**src/logic/uart_pkg.sv**
```systemverilog
`default_nettype none

package uart_pkg;

    typedef logic [7:0]  uart_byte_t;            // One byte on the line
    typedef logic [15:0] div_t;                  // Bit period in clocks
    typedef logic [7:0]  len_t;                  // Payload byte count

    localparam int APB_ADDR_W = 8;               // Host address bus
    localparam int APB_DATA_W = 32;              // Host data bus
    localparam div_t DIV_MIN = 16'd4;            // Shortest legal bit

    // Banner text uudp.start.trans then CR CR LF
    localparam int BANNER_LEN = 19;
    localparam uart_byte_t BANNER [0:BANNER_LEN-1] = '{
        8'h75, 8'h75, 8'h64, 8'h70, 8'h2E, 8'h73, 8'h74, 8'h61,
        8'h72, 8'h74, 8'h2E, 8'h74, 8'h72, 8'h61, 8'h6E, 8'h73,
        8'h0D, 8'h0D, 8'h0A
    };

    localparam logic [APB_ADDR_W-1:0] REG_CTRL    = 8'h00;  // Wr start, rd busy
    localparam logic [APB_ADDR_W-1:0] REG_DIV     = 8'h04;  // Bit period
    localparam logic [APB_ADDR_W-1:0] REG_LEN     = 8'h08;  // Payload length
    localparam logic [APB_ADDR_W-1:0] REG_PAYLOAD = 8'h20;  // First payload slot

endpackage

`default_nettype wire

```
**src/logic/uart_cfg_if.sv**
```systemverilog
`timescale 1ns/1ps
`default_nettype none

interface uart_cfg_if
    import uart_pkg::*;
#(
    parameter int PAYLOAD_DEPTH = 16
) ();

    logic       start;                           // One cycle go pulse
    len_t       msg_len;                         // Payload bytes after banner
    div_t       divisor;                         // Clocks per bit
    logic       busy;                            // Message in flight

    // Payload buffer write port
    logic                             wr_en;
    logic [$clog2(PAYLOAD_DEPTH)-1:0] wr_index;
    uart_byte_t                       wr_data;

    modport regs_mp (
        output start, msg_len, divisor,
        output wr_en, wr_index, wr_data,
        input  busy
    );

    modport fsm_mp (input start, msg_len, output busy);

    modport buf_mp (input wr_en, wr_index, wr_data);

    modport timer_mp (input divisor);

endinterface

`default_nettype wire

```
**src/logic/uart_apb_regs.sv**
```systemverilog
`timescale 1ns/1ps
`default_nettype none

module uart_apb_regs
    import uart_pkg::*;
#(
    parameter int PAYLOAD_DEPTH = 16
) (
    input  logic                  clk,
    input  logic                  reset,
    input  logic                  psel,
    input  logic                  penable,
    input  logic                  pwrite,
    input  logic [APB_ADDR_W-1:0] paddr,
    input  logic [APB_DATA_W-1:0] pwdata,
    output logic [APB_DATA_W-1:0] prdata,
    output logic                  pready,
    output logic                  pslverr,
    uart_cfg_if.regs_mp           cfg
);

    localparam int   IDX_W     = $clog2(PAYLOAD_DEPTH);
    localparam int   PAY_END   = int'(REG_PAYLOAD) + 4 * PAYLOAD_DEPTH;  // One past last slot
    localparam div_t DIV_RESET = 16'd16;

    logic access;
    logic wr_acc;
    logic sel_ctrl, sel_div, sel_len, sel_pay, mapped;
    logic bad_div, bad_len, bad_start, wr_err, wr_ok;
    logic [APB_ADDR_W-1:0] pay_off;
    div_t div_q;
    len_t len_q;

    ////////////////////////////////////////
    // Address decode and legality

    assign access   = psel & penable;                 // Zero wait access phase
    assign wr_acc   = access & pwrite;
    assign sel_ctrl = (paddr == REG_CTRL);
    assign sel_div  = (paddr == REG_DIV);
    assign sel_len  = (paddr == REG_LEN);
    assign sel_pay  = (paddr[1:0] == 2'b00) && (int'(paddr) >= int'(REG_PAYLOAD))
                      && (int'(paddr) < PAY_END);     // Word aligned slots only
    assign mapped   = sel_ctrl | sel_div | sel_len | sel_pay;
    assign pay_off  = paddr - REG_PAYLOAD;

    assign bad_div   = sel_div && ((pwdata[15:0] < DIV_MIN) || cfg.busy);
    assign bad_len   = sel_len && ((pwdata > APB_DATA_W'(PAYLOAD_DEPTH)) || cfg.busy);
    assign bad_start = sel_ctrl && pwdata[0] && cfg.busy;  // No restart mid message
    assign wr_err    = pwrite && (bad_div || bad_len || bad_start);
    assign wr_ok     = wr_acc && mapped && !wr_err;

    assign pready  = 1'b1;                            // Never stalls
    assign pslverr = access && (!mapped || wr_err);

    ////////////////////////////////////////
    // Config registers

    always_ff @(posedge clk)
    begin
        if (reset)
        begin
            div_q <= DIV_RESET;
            len_q <= '0;
        end
        else if (wr_ok)
        begin
            if (sel_div)
                div_q <= pwdata[15:0];
            if (sel_len)
                len_q <= pwdata[7:0];
        end
    end

    assign cfg.divisor = div_q;
    assign cfg.msg_len = len_q;
    assign cfg.start   = wr_ok && sel_ctrl && pwdata[0];   // Pulse lasts the access cycle

    // Payload goes straight to the buffer
    assign cfg.wr_en    = wr_ok && sel_pay;
    assign cfg.wr_index = pay_off[IDX_W+1:2];
    assign cfg.wr_data  = pwdata[7:0];

    // Readback mux, payload slots read zero
    always_comb
    begin
        case (paddr)
            REG_CTRL: prdata = {{(APB_DATA_W-1){1'b0}}, cfg.busy};
            REG_DIV:  prdata = {{(APB_DATA_W-16){1'b0}}, div_q};
            REG_LEN:  prdata = {{(APB_DATA_W-8){1'b0}}, len_q};
            default:  prdata = '0;
        endcase
    end

endmodule

`default_nettype wire

```
**src/logic/uart_msg_fsm.sv**
```systemverilog
`timescale 1ns/1ps
`default_nettype none

module uart_msg_fsm
    import uart_pkg::*;
#(
    parameter int PAYLOAD_DEPTH = 16
) (
    input  logic        clk,
    input  logic        reset,
    uart_cfg_if.fsm_mp  cfg,
    output logic [7:0]  msg_index,
    input  uart_byte_t  msg_byte,
    output logic        byte_valid,
    output uart_byte_t  byte_data,
    input  logic        byte_ready
);

    // Bytes left in the message, banner plus longest payload
    localparam int CNT_W = $clog2(BANNER_LEN + PAYLOAD_DEPTH + 1);

    typedef enum logic [1:0] {
        IDLE,                                   // Waiting for start
        FETCH,                                  // Source lookup in progress
        OFFER,                                  // Byte held for the shifter
        DRAIN                                   // Last frame still on the line
    } state_t;

    state_t           state;
    logic [CNT_W-1:0] remaining;

    ////////////////////////////////////////
    // Sequencer

    always_ff @(posedge clk)
    begin
        if (reset)
        begin
            state     <= IDLE;
            msg_index <= '0;
            remaining <= '0;
        end
        else
        begin
            case (state)
                IDLE:
                begin
                    if (cfg.start)
                    begin
                        msg_index <= '0;              // Banner first
                        remaining <= CNT_W'(BANNER_LEN) + CNT_W'(cfg.msg_len);
                        state     <= FETCH;
                    end
                end
                FETCH:
                    state <= OFFER;                   // Source byte ready next cycle
                OFFER:
                begin
                    if (byte_ready)                   // Handshake done this cycle
                    begin
                        remaining <= remaining - 1'b1;
                        if (remaining == CNT_W'(1))
                            state <= DRAIN;
                        else
                        begin
                            msg_index <= msg_index + 8'd1;
                            state     <= FETCH;
                        end
                    end
                end
                DRAIN:
                begin
                    // Shifter ready again means the last stop bit ended
                    if (byte_ready)
                        state <= IDLE;
                end
                default:
                    state <= IDLE;
            endcase
        end
    end

    assign byte_valid = (state == OFFER);
    assign byte_data  = msg_byte;                 // Stable while index holds
    assign cfg.busy   = (state != IDLE);

endmodule

`default_nettype wire

```
**src/logic/uart_baud_timer.sv**
```systemverilog
`timescale 1ns/1ps
`default_nettype none

module uart_baud_timer
    import uart_pkg::*;
(
    input  logic          clk,
    input  logic          reset,
    uart_cfg_if.timer_mp  cfg,
    input  logic          run,
    output logic          bit_tick
);

    div_t cnt;                                  // Clocks into current bit
    logic at_end;

    assign at_end = (cnt == cfg.divisor - 16'd1);

    always_ff @(posedge clk)
    begin
        if (reset)
            cnt <= '0;
        else if (!run)
            cnt <= '0;                          // Parked between frames
        else if (at_end)
            cnt <= '0;                          // Next bit starts
        else
            cnt <= cnt + 16'd1;
    end

    // One tick per bit period, first one divisor cycles after run rose
    assign bit_tick = run && at_end;

endmodule

`default_nettype wire

```
**src/logic/uart_tx_shifter.sv**
```systemverilog
`timescale 1ns/1ps
`default_nettype none

module uart_tx_shifter
    import uart_pkg::*;
(
    input  logic        clk,
    input  logic        reset,
    input  logic        byte_valid,
    input  uart_byte_t  byte_data,
    output logic        byte_ready,
    output logic        timer_run,
    input  logic        bit_tick,
    output logic        tx
);

    localparam int FRAME_BITS = 10;             // Start, eight data, stop

    logic [FRAME_BITS-1:0] frame;               // Bit 0 is on the line
    logic [3:0]            bit_cnt;             // Ticks seen this frame
    logic                  active;
    logic                  load;

    assign load = byte_valid && !active;

    ////////////////////////////////////////
    // Frame shift register

    always_ff @(posedge clk)
    begin
        if (reset)
        begin
            frame   <= '1;                      // Line idles high
            bit_cnt <= '0;
            active  <= 1'b0;
        end
        else if (load)
        begin
            frame   <= {1'b1, byte_data, 1'b0}; // LSB first after start bit
            bit_cnt <= '0;
            active  <= 1'b1;
        end
        else if (active && bit_tick)
        begin
            frame <= {1'b1, frame[FRAME_BITS-1:1]};  // Fill with idle ones
            if (bit_cnt == 4'(FRAME_BITS - 1))
            begin
                // Stop bit done
                bit_cnt <= '0;
                active  <= 1'b0;
            end
            else
                bit_cnt <= bit_cnt + 4'd1;
        end
    end

    assign tx         = frame[0];
    assign timer_run  = active;                 // Timer only counts during a frame
    assign byte_ready = !active;

endmodule

`default_nettype wire

```
**src/logic/uart_msg_source.sv**
```systemverilog
`timescale 1ns/1ps
`default_nettype none

module uart_msg_source
    import uart_pkg::*;
#(
    parameter int PAYLOAD_DEPTH = 16
) (
    input  logic        clk,
    input  logic        reset,
    uart_cfg_if.buf_mp  cfg,
    input  logic [7:0]  msg_index,
    output uart_byte_t  msg_byte
);

    localparam int IDX_W = $clog2(PAYLOAD_DEPTH);

    uart_byte_t payload [PAYLOAD_DEPTH];        // Host written tail
    logic [7:0] pay_off;                        // Index past the banner

    ////////////////////////////////////////
    // Payload buffer

    always_ff @(posedge clk)
    begin
        if (reset)
        begin
            for (int i = 0; i < PAYLOAD_DEPTH; i++)
                payload[i] <= '0;
        end
        else if (cfg.wr_en)
            payload[cfg.wr_index] <= cfg.wr_data;
    end

    ////////////////////////////////////////
    // Byte lookup, one cycle latency

    assign pay_off = msg_index - 8'(BANNER_LEN);

    always_ff @(posedge clk)
    begin
        if (msg_index < 8'(BANNER_LEN))
            msg_byte <= BANNER[msg_index[4:0]];         // Fixed banner text
        else
            msg_byte <= payload[pay_off[IDX_W-1:0]];    // Length never exceeds the buffer
    end

endmodule

`default_nettype wire

```
**src/logic/uart_msg_top.sv**
```systemverilog
`timescale 1ns/1ps
`default_nettype none

module uart_msg_top
    import uart_pkg::*;
#(
    parameter int PAYLOAD_DEPTH = 16
) (
    input  logic                  clk,
    input  logic                  reset,
    input  logic                  psel,
    input  logic                  penable,
    input  logic                  pwrite,
    input  logic [APB_ADDR_W-1:0] paddr,
    input  logic [APB_DATA_W-1:0] pwdata,
    output logic [APB_DATA_W-1:0] prdata,
    output logic                  pready,
    output logic                  pslverr,
    output logic                  tx,
    output logic                  busy
);

    logic [7:0] msg_index;                      // Sequencer to source
    uart_byte_t msg_byte;
    logic       byte_valid;                     // Sequencer to shifter handshake
    uart_byte_t byte_data;
    logic       byte_ready;
    logic       timer_run;
    logic       bit_tick;

    uart_cfg_if #(.PAYLOAD_DEPTH(PAYLOAD_DEPTH)) cfg_bus ();

    ////////////////////////////////////////
    // Host side

    uart_apb_regs #(.PAYLOAD_DEPTH(PAYLOAD_DEPTH)) u_regs (
        .clk(clk), .reset(reset),
        .psel(psel), .penable(penable), .pwrite(pwrite),
        .paddr(paddr), .pwdata(pwdata),
        .prdata(prdata), .pready(pready), .pslverr(pslverr),
        .cfg(cfg_bus.regs_mp)
    );

    ////////////////////////////////////////
    // Message path

    uart_msg_fsm #(.PAYLOAD_DEPTH(PAYLOAD_DEPTH)) u_fsm (
        .clk(clk), .reset(reset), .cfg(cfg_bus.fsm_mp),
        .msg_index(msg_index), .msg_byte(msg_byte),
        .byte_valid(byte_valid), .byte_data(byte_data), .byte_ready(byte_ready)
    );

    uart_msg_source #(.PAYLOAD_DEPTH(PAYLOAD_DEPTH)) u_source (
        .clk(clk), .reset(reset), .cfg(cfg_bus.buf_mp),
        .msg_index(msg_index), .msg_byte(msg_byte)
    );

    uart_baud_timer u_timer (
        .clk(clk), .reset(reset), .cfg(cfg_bus.timer_mp),
        .run(timer_run), .bit_tick(bit_tick)
    );

    uart_tx_shifter u_shifter (
        .clk(clk), .reset(reset),
        .byte_valid(byte_valid), .byte_data(byte_data), .byte_ready(byte_ready),
        .timer_run(timer_run), .bit_tick(bit_tick), .tx(tx)
    );

    assign busy = cfg_bus.busy;                 // Status pin mirrors CTRL bit 0

endmodule

`default_nettype wire

```
**config.mk**
```make
export PLATFORM = sky130hd
export DESIGN_NAME = uart_msg_top
export DESIGN_NICKNAME = d
export VERILOG_FILES = /design/src/logic/uart_pkg.sv /design/src/logic/uart_cfg_if.sv /design/src/logic/uart_apb_regs.sv /design/src/logic/uart_msg_fsm.sv /design/src/logic/uart_baud_timer.sv /design/src/logic/uart_tx_shifter.sv /design/src/logic/uart_msg_source.sv /design/src/logic/uart_msg_top.sv
export SDC_FILE = /design/constraint.sdc
export NUM_CORES = 1
export LEC_CHECK = 0
export ABC_AREA = 1
export BUFFER_PORTS_ARGS = -buffer_cell sky130_fd_sc_hd__buf_2
export CAP_MARGIN = 15
export CORE_AREA = 8 8 167 208
export DETAILED_ROUTE_END_ITERATION = 10
export DIE_AREA = 0 0 175 216
export HOLD_SLACK_MARGIN = 0.15
export SLEW_MARGIN = 5
export SYNTH_ARGS = -nofsm -noshare
export SYNTH_HDL_FRONTEND = slang
export SYNTH_HIERARCHICAL = 1
export SYNTH_SLANG_ARGS = --single-unit
```
**constraint.sdc**
```tcl
create_clock -name clk -period 5.75 [get_ports clk]
set_clock_uncertainty 0.15 [all_clocks]
set_input_delay 0.575 -clock clk [delete_from_list [all_inputs] [get_ports clk]]
set_output_delay 0.575 -clock clk [all_outputs]
set_load 0.05 [all_outputs]
```
==> results.md, run 1 <==
Yosys:
- The most used flip-flop cell after synthesis is edfxtp_1.
- The synthesized design contains 206 register bits.
- The synthesized area per cell is 7.47 um^2.
- The gate count after technology mapping is 1,577.
- The count of different cell masters after synthesis is 51.
- The number of enable-type register cells in the synthesized netlist is 128.
- The post-synthesis async set-or-reset flop share is 0%.
- The fraction of the yosys area taken by sequential cells is 45.9%.
- The synthesis warning total is 6.
- After synthesis the cells add up to 11,800 um^2.

Route:
- After detailed routing, the average wire length per cell comes to 15.0 um.
- The number of remaining DRC errors is 0.
- For this block, the via count after detailed routing is 9,786.
- The total wirelength of the detailed-routed design is 30,400 um.
- For this block, the initial DRC count from the detailed router was 746.
- The detail-routed via count per cell is 4.82.
- Before antenna repair, the detailed router went through 5 iterations.
- The post-detailed-route count of antenna-violating nets is 0.

CTS:
- The clock-pin slew on the worst setup and hold paths is 0.07 ns.
- Counting the buffers created by CTS gives 22.
- The latest clock arrival within the worst-skew pair is 0.53 ns.
- TritonCTS built the clock tree.
- The number of clock sinks is 206.
- The longest clock path from root to sink contains 3 buffers.
- In this run the number of H-tree levels came out at 1.
- The CTS root buffer is clkbuf_16.
- The number of instances resized during post-cts repair is 0.

Placed design:
- The total cell area at the placement stage is 12,100 um^2.
- The detailed placement HPWL is 21,300 um.
- The number of placed instances, taps included, is 1,986.
- Input and output buffers added on the ports amount to 63.
- The final estimated routing congestion in global placement is 0.878.

Critical path:
- The critical-path cell with the highest stage delay is dlygate4sd3_1.
- Along the worst path, the maximum fanout reaches 9.
- The worst setup path is captured at a register.
- The worst reg-to-reg setup slack is 2.55 ns.
- The required time at the worst-slack endpoint is 5.80 ns.
- The path type of the worst setup path is primary input to register.
- The cell that appears most often on the critical path is nand2_1.
- The signal on the critical path passes through dlygate4sd3_1 -> buf_2 -> inv_1 -> nand2_1 -> nor2_1 -> nand2_1 -> nor2_1 -> nand3_1 -> nand2_1 -> nand2_2 -> nand2_4 -> nand2_1 -> nor2_1 -> nand2_1 -> nor2_1 -> nand2_1 -> nand2_1.
- The largest stage delay on the critical path is 0.53 ns.
- The worst setup path is launched from a primary input.
- The startpoint identified for the worst register-to-register timing path is u_fsm/state[1]$_SDFFE_PP0P_.
- Data on the critical path arrives at its endpoint at 3.44 ns.
- In this run the worst setup path begins at pwdata[13].

Cells and area:
- The finished cells cover 12,900 um^2.
- The number of diodes is 0.
- The library cells used most frequently in the layout, excluding fill and tap cells, are 431 x nand2_1, 277 x nor2_1, 209 x inv_1, 151 x nand3_1, 128 x edfxtp_1.
- The share of final-layout standard cells stronger than drive strength 1 is 10.9%.
- In the final layout, flip-flops and latches occupy 5410 um^2.
- From synthesis to final layout, the design area changed by 9.73%.
- Counting the fill cells in the layout gives 3,245.
- The final cell count without fillers is 2,029.
- In the final layout, the multi-input gates occupy 5030 um^2.
- The final net count is 1,657.
- The most common cell after layout, fill and taps aside is nand2_1.

GRT:
- Entering global routing, the biggest net connects 73 pins.
- Global routing consumed, over all layers together, 16.0% of the routing resources.
- The most congested layer reported by global routing is met2.
- Global routing used 28.4% of the available met2 tracks.
- The overall overflow remaining after global route is 0.
- The via count of the first global-routing pass came to 9,619.
- Global routing consumed, on the met3 layer, 2.41% of the routing resources.
- The initial antenna violation count is 0.
- The first global-routing pass estimated 49,500 um of wire.
- In the global route stage, met1 resource usage came out at 19.2%.

Die:
- The die boundary height is 216 um.
- The core region is 31,500 um^2.
- The floorplan step defined a die boundary enclosing 37,800 um^2.
- 81 I/O pins were placed.
- In this run the horizontal extent of the chip is 175 um.
- The starting density of the core is 37.4%.
- The number of standard-cell rows in the floorplan is 73.

Pwr:
- The cell leakage power is 5.83 nW.
- The power per cell area is 251 nW/um^2.
- The largest vdd supply drop is 0.201 mV.

Timing:
- The actual slew at the worst max-slew pin is 0.963 ns.
- The ratio of final minimum period to clock period is 59.0%.
- The shortest clock period the worst path allows after layout is 3.39 ns.
- The number of hold-slack violations in the final timing report is 0.
- The final max-slew violation count is 0.
- Measured against its own limit, the worst slew margin works out to 35.7%.
- Setup violations remaining at the end of the flow were counted as 0.
- On the final layout, the worst hold slack is 0.178 ns.
- Setup repair after global routing left no endpoint under its margin.
- Timing would allow up to 0.295 GHz.
- The total negative setup slack is 0 ns.

Job:
- Across the run, the number of max-cap violations was 0.

Outcome:
- The flow ran to the end, and the final reports show no timing, DRC or antenna violations.

Hold path:
- The startpoint identified for the worst hold timing path is pwdata[1].
- The path class of the tightest hold or removal check is primary input to register.
## power breakdown
part	switching [mW]	internal, mW	total, mW	leakage [nW]
clock	0.591	0.864	1.46	0.362
combinational	0.129	0.0384	0.168	3.62
sequential	0.0132	1.61	1.62	1.84
## critical path: cells and delay by family
family / cells / cell delay [ns]
and+or+nand+nor: 14 / 2.14
buffers and inverters: 3 / 0.71
## flip-flops by register name, indices dropped and copies added (netlist names)
| signal | flops |
|---|---|
| u_source/payload | 128 |
| u_regs/cfg.divisor | 16 |
| u_timer/cnt | 16 |
| u_shifter/frame | 9 |
| u_fsm/msg_index | 8 |
| u_regs/cfg.msg_len | 8 |
| u_source/msg_byte | 8 |
| u_fsm/remaining | 6 |
| u_shifter/bit_cnt | 4 |
| u_fsm/state | 2 |
| u_shifter/timer_run | 1 |
## layout make-up
class                      count  share of cell area, %
clock inverter                13                   1.15
multi-input combinational   1075                   38.9
clock buffer                  27                   4.56
inverter                     228                   6.69
tap                          412                   3.99
timing repair buffer          68                   2.87
sequential                   206                   41.8
## cell families after synthesis
family | share of synthesized area, %
simple gates | 35.8
fa+ha+maj | 1.17
buf+inv | 11.9
other cells | 0.0638
xor+xnor | 2.14
flops | 45.9
compound gates | 3.07
## final timing paths
path,to,cells after the start
worst max-delay path,u_source/payload[14][5]$_SDFFCE_PN0P_,17
worst min register to register,u_shifter/frame[0]$_SDFFE_PP1P_,2
worst max register to register,u_source/payload[14][5]$_SDFFCE_PN0P_,15
worst min-delay path,u_regs/cfg.divisor[1]$_SDFFE_PP0P_,3
## cells in the mapped netlist (11+ instances only)
cell type / number / area [um^2]
clkbuf_1: 23 / 86.3
nand3b_1: 11 / 82.6
inv_1: 209 / 785
dfxtp_1: 78 / 1560
edfxtp_1: 128 / 3840
o21ai_0: 25 / 125
a21oi_1: 17 / 85.1
nand2_1: 431 / 1620
ha_1: 11 / 138
xor2_1: 15 / 131
nor2_1: 277 / 1040
buf_4: 41 / 308
nand3_1: 151 / 756
inv_2: 14 / 52.6
nor3_1: 13 / 65.1
nor3_2: 16 / 160
buf_2: 11 / 55.1
## repair_timing
action                    in CTS  in global routing
hold endpoints to repair       2                  0
hold buffers                   2                  0
setup buffers                  0                  0
## metal layers
metal	routed length [um]	vias to the layer above
met2	14800	307
met3	2030	49
met5	0	-
met4	877	0
li1	-	4927
met1	12600	4503
## per-stage QoR
stage / total power [mW] / setup slack [ns] / util [%]
finish: 3.25 / 2.36 / 41.0
floorplan: 1.77 / 2.80 / -
global placement: 1.82 / 2.28 / 38.5
detailed placement: 1.82 / 2.24 / 38.5
global route: 3.35 / 2.09 / 41.0
CTS: 3.27 / 2.43 / 40.9
Power figures use the tool's default switching activity.
==> run 2: changes to the inputs <==
==> constraint.sdc (replaced) <==
create_clock -name clk -period 3.3 [get_ports clk]
set_clock_uncertainty 0.15 [all_clocks]
set_input_delay 0.33 -clock clk [delete_from_list [all_inputs] [get_ports clk]]
set_output_delay 0.33 -clock clk [all_outputs]
set_load 0.05 [all_outputs]
==> run 2 against run 1 <==
Effect of this change: core utilization up 1.1 points; largest power group unchanged; setup slack lost 1.8 ns; sequential power rose by 75%; critical path type unchanged; global-route usage is 0.30 points higher; power is 74% higher; register-to-register slack lost 2.0 ns.
==> results.md, run 2 (synthesis gave the netlist of run 1 again) <==
GRT:
- The combined global-route utilization of all metal layers is 16.3% (+0.30 points).
- The wire length of the first global-routing pass came to 50,200 um (+1.5%).
- The via count of the first global-routing pass came to 9,991 (+3.9%).
- The largest net degree at the start of global routing was 66 (-9.6%).
- The overall overflow remaining after global route is 0 (unchanged).
- The initial antenna violation count is 0 (unchanged).

CTS:
- The TritonCTS clock tree is built.
- The number of clock sinks is 206 (unchanged).
- The latest clock arrival within the worst-skew pair came to 0.54 ns (about the same).
- The clock-pin slew on the worst setup and hold paths is 0.06 ns (about the same).
- The number of levels in the clock H-tree is 1 (unchanged).
- The cell sitting at the root of the clock tree is a clkbuf_16.
- The post-CTS setup-driven buffer insertion count is 0 (unchanged).
- The number of instances resized during post-cts repair was 0 (unchanged).
- The maximum number of buffers from clock root to sink was 3 (unchanged).
- The total clock buffers created by CTS is 22 (unchanged).

Pwr:
- The cell leakage power was 6.02 nW (+3.3%).
- The part of the total power dissipated in sequential elements is 50.0% (about the same).
- The cell-internal power is 4.36 mW (+73%).
- The clock group share of total power was 44.3% (-0.5 points).
- The largest vdd supply drop is 0.385 mV (+92%).
- The switching component of the power is 1.29 mW (+76%).
- The power share of the combinational group is 5.6% (+0.4 points).
- The power per cell area is 425 nW/um^2 (+69%).
- The fraction of power spent switching nets is 22.9% (+0.28 points).

Route:
- The detail-routed via count per cell is 4.77 (-1.1%).
- The number of remaining DRC errors is 0 (unchanged).
- The count of vias placed by the detailed router is 9,893 (+1.1%).
- The total wirelength of the detailed-routed design was 31,000 um (+1.9%).
- The post-detailed-route count of antenna-violating nets came to 0 (unchanged).
- The per-cell routed wire length is 14.9 um (-0.22%).
- The number of detailed-routing iterations run before antenna repair is 5 (unchanged).
- The DRC marker count from the first detailed-route iteration is 627 (-16%).

Timing:
- Of the available clock period, the critical path in the final layout requires 84.4%.
- The number of hold-slack violations in the final timing report is 0 (unchanged).
- The actual slew at the worst max-slew pin was 0.941 ns (-0.0224 ns).
- The setup violation total in the final timing report is 0 (unchanged).
- Setup repair after global routing left no endpoint under its margin.
- The shortest clock period the worst path allows after layout is 2.78 ns.
- The final max-slew violation count is 0 (unchanged).
- The fmax is 0.359 GHz.
- The total negative setup slack is 0 ns (unchanged).
- The tightest slew margin relative to the limit came to 37.2% (+1.5 points).

Cells and area:
- The fill cell total of the finished layout was 3,263 (+0.55%).
- The signed area change from the synthesized netlist to the final layout is 12.8%.
- The number of diodes is 0 (unchanged).
- In the layout the commonest cells are 431 x nand2_1, 277 x nor2_1, 209 x inv_1, 151 x nand3_1, 128 x edfxtp_1.
- The share of final-layout standard cells stronger than drive strength 1 is 12.6% (+1.6 points).
- The final net count is 1,701 (+2.7%).
- The most common cell after layout, fill and taps aside is nand2_1.
- The flip-flop count of the largest register after layout is 128 (unchanged).
- The core occupancy in the finished layout is 42.2% (+1.1 points).
- u_source/payload holds more flip-flops than any other register.

Critical path:
- The largest stage delay on the critical path is 0.54 ns (about the same).
- The critical-path maximum fanout is 8 (-1).
- The endpoint arrival time on the critical path came to 2.80 ns (-0.64 ns).
- The startpoint of the lowest-slack register-to-register path is u_fsm/state[1]$_SDFFE_PP0P_.
- The worst setup path is of the primary input to register kind.
- The worst reg-to-reg setup slack was 0.52 ns (-2.03 ns).
- The number of cells on the worst reg-to-reg path was 16 (+1).
- The terminus of the critical flop-to-flop path is u_source/payload[8][3]$_SDFFCE_PN0P_.
- The critical path goes through dlygate4sd3_1 -> buf_2 -> inv_1 -> nand2_1 -> nor2_1 -> nand2_1 -> nor2_1 -> nand3_1 -> nand2_1 -> nand2_2 -> nand2_4 -> nand2_1 -> nor2_1 -> nand2_1 -> nor3_2 -> buf_4 -> nand2_1 -> nand2_1.
- STA classifies the critical path endpoint as a register.
- The critical-path cell with the highest stage delay is dlygate4sd3_1.
- The element type at the critical path start is a primary input.
- The required time at the worst-slack endpoint came to 3.32 ns (-2.48 ns).
- The cell occurring most often along the worst timing path is nand2_1.

Hold path:
- The worst hold path terminates at u_fsm/msg_index[7]$_SDFFE_PP0P_.
- The start point of the worst hold path is reset.
- The class of the tightest hold or removal check is primary input to register.
- The depth of the worst hold-timing path is 3 (unchanged).

Placed design:
- The detailed placement HPWL is 21,500 um (+1.1%).
- The number of buffer cells added on primary ports is 63 (unchanged).
- The final estimated routing congestion in global placement is 0.827 (-5.8%).

Die:
- The die boundary height is 216 um (unchanged).
- The I/O pin count is 81 (unchanged).
- The placeable core region is 31,500 um^2 (unchanged).
- The number of standard-cell rows in the floorplan is 73 (unchanged).
- The die outline area is 37,800 um^2 (unchanged).
- The starting density of the core was 37.4% (unchanged).
- The x dimension of the die is 175 um (unchanged).

Job:
- The number of max-capacitance violations reported is 0 (unchanged).

Outcome:
- The run finished with clean final reports.
[run 2: cell types whose count changed in the layout (fill, tap and decap cells not counted)]
cell / before / now
clkbuf_1: 3 / 5
clkinv_1: 8 / 3
clkbuf_8: 2 / 4
clkinv_2: 4 / 5
dlygate4sd3_1: 2 / 17
bufinv_16: 3 / 0
buf_12: 1 / 0
inv_6: 0 / 1
buf_4: 2 / 32
clkbuf_16: 22 / 25
clkinv_4: 1 / 0
[run 2: layout make-up]
| type | count | area [um^2] | area share, % |
|---|---|---|---|
| Inverter | 228 | 865 | 6.51 |
| Clock inverter | 6 | 45.0 | 0.339 |
| Timing Repair Buffer | 112 | 726 | 5.46 |
| Sequential cell | 206 | 5410 | 40.7 |
| Multi-Input combinational cell | 1075 | 5030 | 37.8 |
| Tap cell | 412 | 515 | 3.88 |
| Clock buffer | 34 | 699 | 5.27 |
[run 2: routing by layer]
metal  track usage [%]  vias up  wire, um
met5                 0        -         0
met4              6.59        0      1070
met3              2.93       55      1860
met2              29.2      257     15300
met1              18.8     4563     12800
li1                  -     5018         -
[run 2: power by group through the flow]
stage	clock network [mW]	logic, mW	registers [mW]
after floorplan	0	0.213	2.88
after global placement	0	0.299	2.88
after detailed placement	0	0.300	2.88
after CTS	2.57	0.317	2.83
after global routing	2.66	0.349	2.83
final	2.50	0.319	2.83
[run 2: worst max-delay path by stage]
| stage | slack [ns] | cells after the start | start | to |
|---|---|---|---|---|
| 2_1_floorplan | 0.76 | 15 | u_fsm/state[1]$_SDFFE_PP0P_ | u_source/payload[10][0]$_SDFFCE_PN0P_ |
| 3_3_place_gp | 0.39 | 14 | paddr[1] | u_source/payload[9][6]$_SDFFCE_PN0P_ |
| 3_5_place_dp | 0.36 | 14 | paddr[1] | u_source/payload[9][7]$_SDFFCE_PN0P_ |
| 4_1_cts | 0.51 | 16 | u_regs/cfg.divisor[0]$_SDFFE_PP0P_ | u_shifter/frame[6]$_SDFFE_PP1P_ |
| 5_1_grt | 0.23 | 17 | pwdata[12] | u_source/payload[1][6]$_SDFFCE_PN0P_ |
| 6_report | 0.52 | 18 | pwdata[12] | u_source/payload[8][3]$_SDFFCE_PN0P_ |
[run 2: critical path, delay by kind of cell]
kind / cells / cell delay (ns)
AND/OR/NAND/NOR: 14 / 1.57
buffers and inverters: 4 / 0.89
[run 2: repair_timing]
item | CTS | global route
hold buffers | 17 | 0
hold endpoints to repair | 21 | 0
endpoints found under the setup margin | 0 | 0
[run 2: metrics by stage]
stage	cells	total power [mW]	setup slack [ns]	area [um^2]	hold slack [ns]
2_1_floorplan	1592	3.09	0.763	11800	0.251
3_3_place_gp	2016	3.18	0.394	12400	0.297
3_5_place_dp	2016	3.18	0.361	12400	0.299
4_1_cts	2073	5.72	0.506	13300	0.169
5_1_grt	2073	5.84	0.226	13300	0.175
6_report	2073	5.65	0.516	13300	0.181
==> run 3: changes to the inputs <==
==> constraint.sdc (replaced) <==
create_clock -name clk -period 2.7 [get_ports clk]
set_clock_uncertainty 0.15 [all_clocks]
set_input_delay 0.27 -clock clk [delete_from_list [all_inputs] [get_ports clk]]
set_output_delay 0.27 -clock clk [all_outputs]
set_load 0.05 [all_outputs]
==> run 3 against run 2 <==
Effect of this change: non-clock buffer count rose by 14; register-to-register slack got worse by 0.29 ns; flip-flop and latch count did not move; first-iteration DRC count rose by 3.5%; design area rose by 1.4%; sequential share of layout area fell by 0.54 points; core utilization rose by 0.57 points; setup slack got worse by 0.38 ns; via count rose by 0.87%; combinational power rose by 23%; power rose by 21%; critical path type is now primary input to output pin.
==> results.md, run 3 (synthesis gave the netlist of run 1 again) <==
CTS:
- The maximum number of buffers from clock root to sink is 3 (unchanged).
- The latest clock arrival within the worst-skew pair is 0.53 ns (about the same).
- The CTS root buffer is clkbuf_16.
- The clock-pin slew on the worst setup and hold paths was 0.06 ns (about the same).
- TritonCTS built the clock tree.
- The total clock buffers created by CTS came to 22 (unchanged).
- The number of levels in the clock H-tree is 1 (unchanged).
- The number of clock sinks was 206 (unchanged).

Cells and area:
- The fill cell total of the finished layout is 3,184 (-2.4%).
- The core occupancy in the finished layout came to 42.7% (+0.57 points).
- The number of diodes was 0 (unchanged).
- The final net count came to 1,715 (+0.82%).
- The share of final-layout standard cells stronger than drive strength 1 was 14.4% (+1.8 points).
- Leaving out fill and tap cells, the most frequent cell in the layout is nand2_1.
- The signed area change from the synthesized netlist to the final layout is 14.3%.
- The final standard cell area without fillers came to 13,500 um^2 (+1.4%).
- Ranked by flip-flop count, first place goes to u_source/payload.
- The flip-flop count of the largest register after layout is 128 (unchanged).
- Leaving out fill and tap cells, the most frequent cells in the layout are 415 x nand2_1, 275 x nor2_1, 208 x inv_1, 151 x nand3_1, 128 x edfxtp_1.

Route:
- The count of vias placed by the detailed router is 9,979 (+0.87%).
- The number of remaining DRC errors is 0 (unchanged).
- The per-cell routed wire length is 14.7 um (-1.8%).
- The total wirelength of the detailed-routed design is 30,600 um (-1.2%).
- The post-detailed-route count of antenna-violating nets came to 0 (unchanged).
- The DRC marker count from the first detailed-route iteration is 649 (+3.5%).
- The number of detailed-routing iterations run before antenna repair is 5 (unchanged).
- The detail-routed via count per cell is 4.78 (+0.24%).

Timing:
- The total negative setup slack came to 0 ns (unchanged).
- The tightest slew margin relative to the limit is 43.2% (+6.0 points).
- The worst-case setup margin in the final layout is 0.135 ns (-0.380 ns).
- Setup repair after global routing left no endpoint under its margin.
- The final max-slew violation count is 0 (unchanged).
- The actual slew at the worst max-slew pin is 0.851 ns (-0.0903 ns).
- After layout, the minimum clock period comes to 2.56 ns.
- The ratio of final minimum period to clock period is 95.0%.
- The fmax is 0.390 GHz.
- The setup violation total in the final timing report was 0 (unchanged).
- The number of hold-slack violations in the final timing report came to 0 (unchanged).

Placed design:
- The total cell area at the placement stage is 12,500 um^2 (+0.93%).
- The final estimated routing congestion in global placement came to 0.851 (+2.9%).
- The number of buffer cells added on primary ports is 63 (unchanged).
- The placement-stage worst setup slack is -0.0704 ns (-0.432 ns).
- The detailed placement HPWL came to 22,000 um (+2.1%).

Die:
- The die boundary height is 216 um (unchanged).
- The die outline area is 37,800 um^2 (unchanged).
- The x dimension of the die is 175 um (unchanged).
- The I/O pin count was 81 (unchanged).
- The starting density of the core came to 37.4% (unchanged).
- The placeable core region was 31,500 um^2 (unchanged).
- The number of standard-cell rows in the floorplan was 73 (unchanged).

GRT:
- The overall overflow remaining after global route is 0 (unchanged).
- The combined global-route utilization of all metal layers is 16.1% (-0.21 points).
- The initial antenna violation count is 0 (unchanged).
- The wire length of the first global-routing pass is 49,800 um (-0.80%).
- The largest net degree at the start of global routing is 40 (-39%).
- The via count of the first global-routing pass came to 9,904 (-0.87%).

Job:
- The number of max-capacitance violations reported is 0 (unchanged).

Critical path:
- For this design, the slowest cell found on the critical path is dlygate4sd3_1.
- The type of element capturing the critical path is an output pin.
- The required time at the worst-slack endpoint is 2.28 ns (-1.04 ns).
- The critical-path maximum fanout was 4 (-4).
- The cell occurring most often along the worst timing path is nand2_1.
- The largest stage delay on the critical path is 0.55 ns (about the same).
- The critical path goes through dlygate4sd3_1 -> buf_2 -> nor2_1 -> nand2_1 -> nor2_1 -> nand2_1 -> nand2_1 -> a21oi_2 -> nand2_2 -> nand2_4 -> buf_4 -> a21oi_1 -> buf_2.
- The path type of the worst setup path is primary input to output pin.
- The endpoint arrival time on the critical path is 2.14 ns (-0.66 ns).
- The source of the critical timing path is pwdata[14].
- The startpoint of the lowest-slack register-to-register path is u_fsm/state[1]$_SDFFE_PP0P_.
- The element type at the critical path start is a primary input.

Pwr:
- The sum of internal, switching and leakage power is 6.87 mW (+21%).
- The cell leakage power is 6.08 nW (+1.0%).
- The largest vdd supply drop is 0.518 mV (+35%).
- The power per cell area is 510 nW/um^2 (+20%).

Outcome:
- The flow ran to the end, and the final reports show no timing, DRC or antenna violations.

Hold path:
- The worst hold path begins at paddr[6].
- The class of the tightest hold or removal check is primary input to register.
[run 3: cell types whose count changed in the layout (fill, tap and decap cells not counted), moves of 2 or more]
cell / change
nand2_1: -16
nand2_2: +15
buf_4: +11
clkbuf_8: -4
clkinv_1: +3
buf_12: +2
bufinv_16: +2
clkbuf_1: -2
clkbuf_16: -2
nor2_1: -2
nor2_2: +2
[run 3: layout make-up]
cell class | instances | area, um^2 | area share [%]
Sequential cell | 206 | 5410 | 40.2
Inverter | 228 | 870 | 6.46
Multi-Input combinational cell | 1075 | 5090 | 37.8
Timing Repair Buffer | 126 | 858 | 6.38
Tap cell | 412 | 515 | 3.83
Clock inverter | 13 | 133 | 0.985
Clock buffer | 26 | 587 | 4.36
[run 3: critical path: cells and delay by family]
family	cells	cell delay, ns
AND/OR/NAND/NOR	7	0.57
AO/OA/AOI/OAI	2	0.18
buffers and inverters	4	1.12
[run 3: final timing paths]
check	cells after the start	end	slack [ns]
setup reg to reg	15	u_source/payload[11][2]$_SDFFCE_PN0P_	0.23
hold / removal	7	u_regs/cfg.divisor[4]$_SDFFE_PP1P_	0.27
hold reg to reg	2	u_shifter/frame[0]$_SDFFE_PP1P_	0.30
setup / recovery	13	pslverr	0.14
[run 3: timing repair]
action,in CTS,in global routing
hold buffers,18,0
endpoints found under the setup margin,0,110
endpoints found under the hold margin,34,0
setup buffers,0,1
resized for setup,0,23
[run 3: through the flow]
stage | instances | hold slack (ns)
finish | 2086 | 0.273
global route | 2086 | 0.320
global placement | 2028 | 0.293
floorplan | 1592 | 0.191
CTS | 2085 | 0.247
detailed placement | 2028 | 0.289
[run 3: power breakdown]
group          switching [mW]  internal (mW)
logic                   0.285          0.106
registers              0.0298           3.43
clock network            1.26           1.75
[run 3: per-layer routing]
metal	wire, um	track usage [%]	vias up
met5	0	0	-
met4	987	5.92	0
met3	1920	2.83	62
met2	15200	29.1	286
met1	12500	18.5	4586
li1	-	-	5045
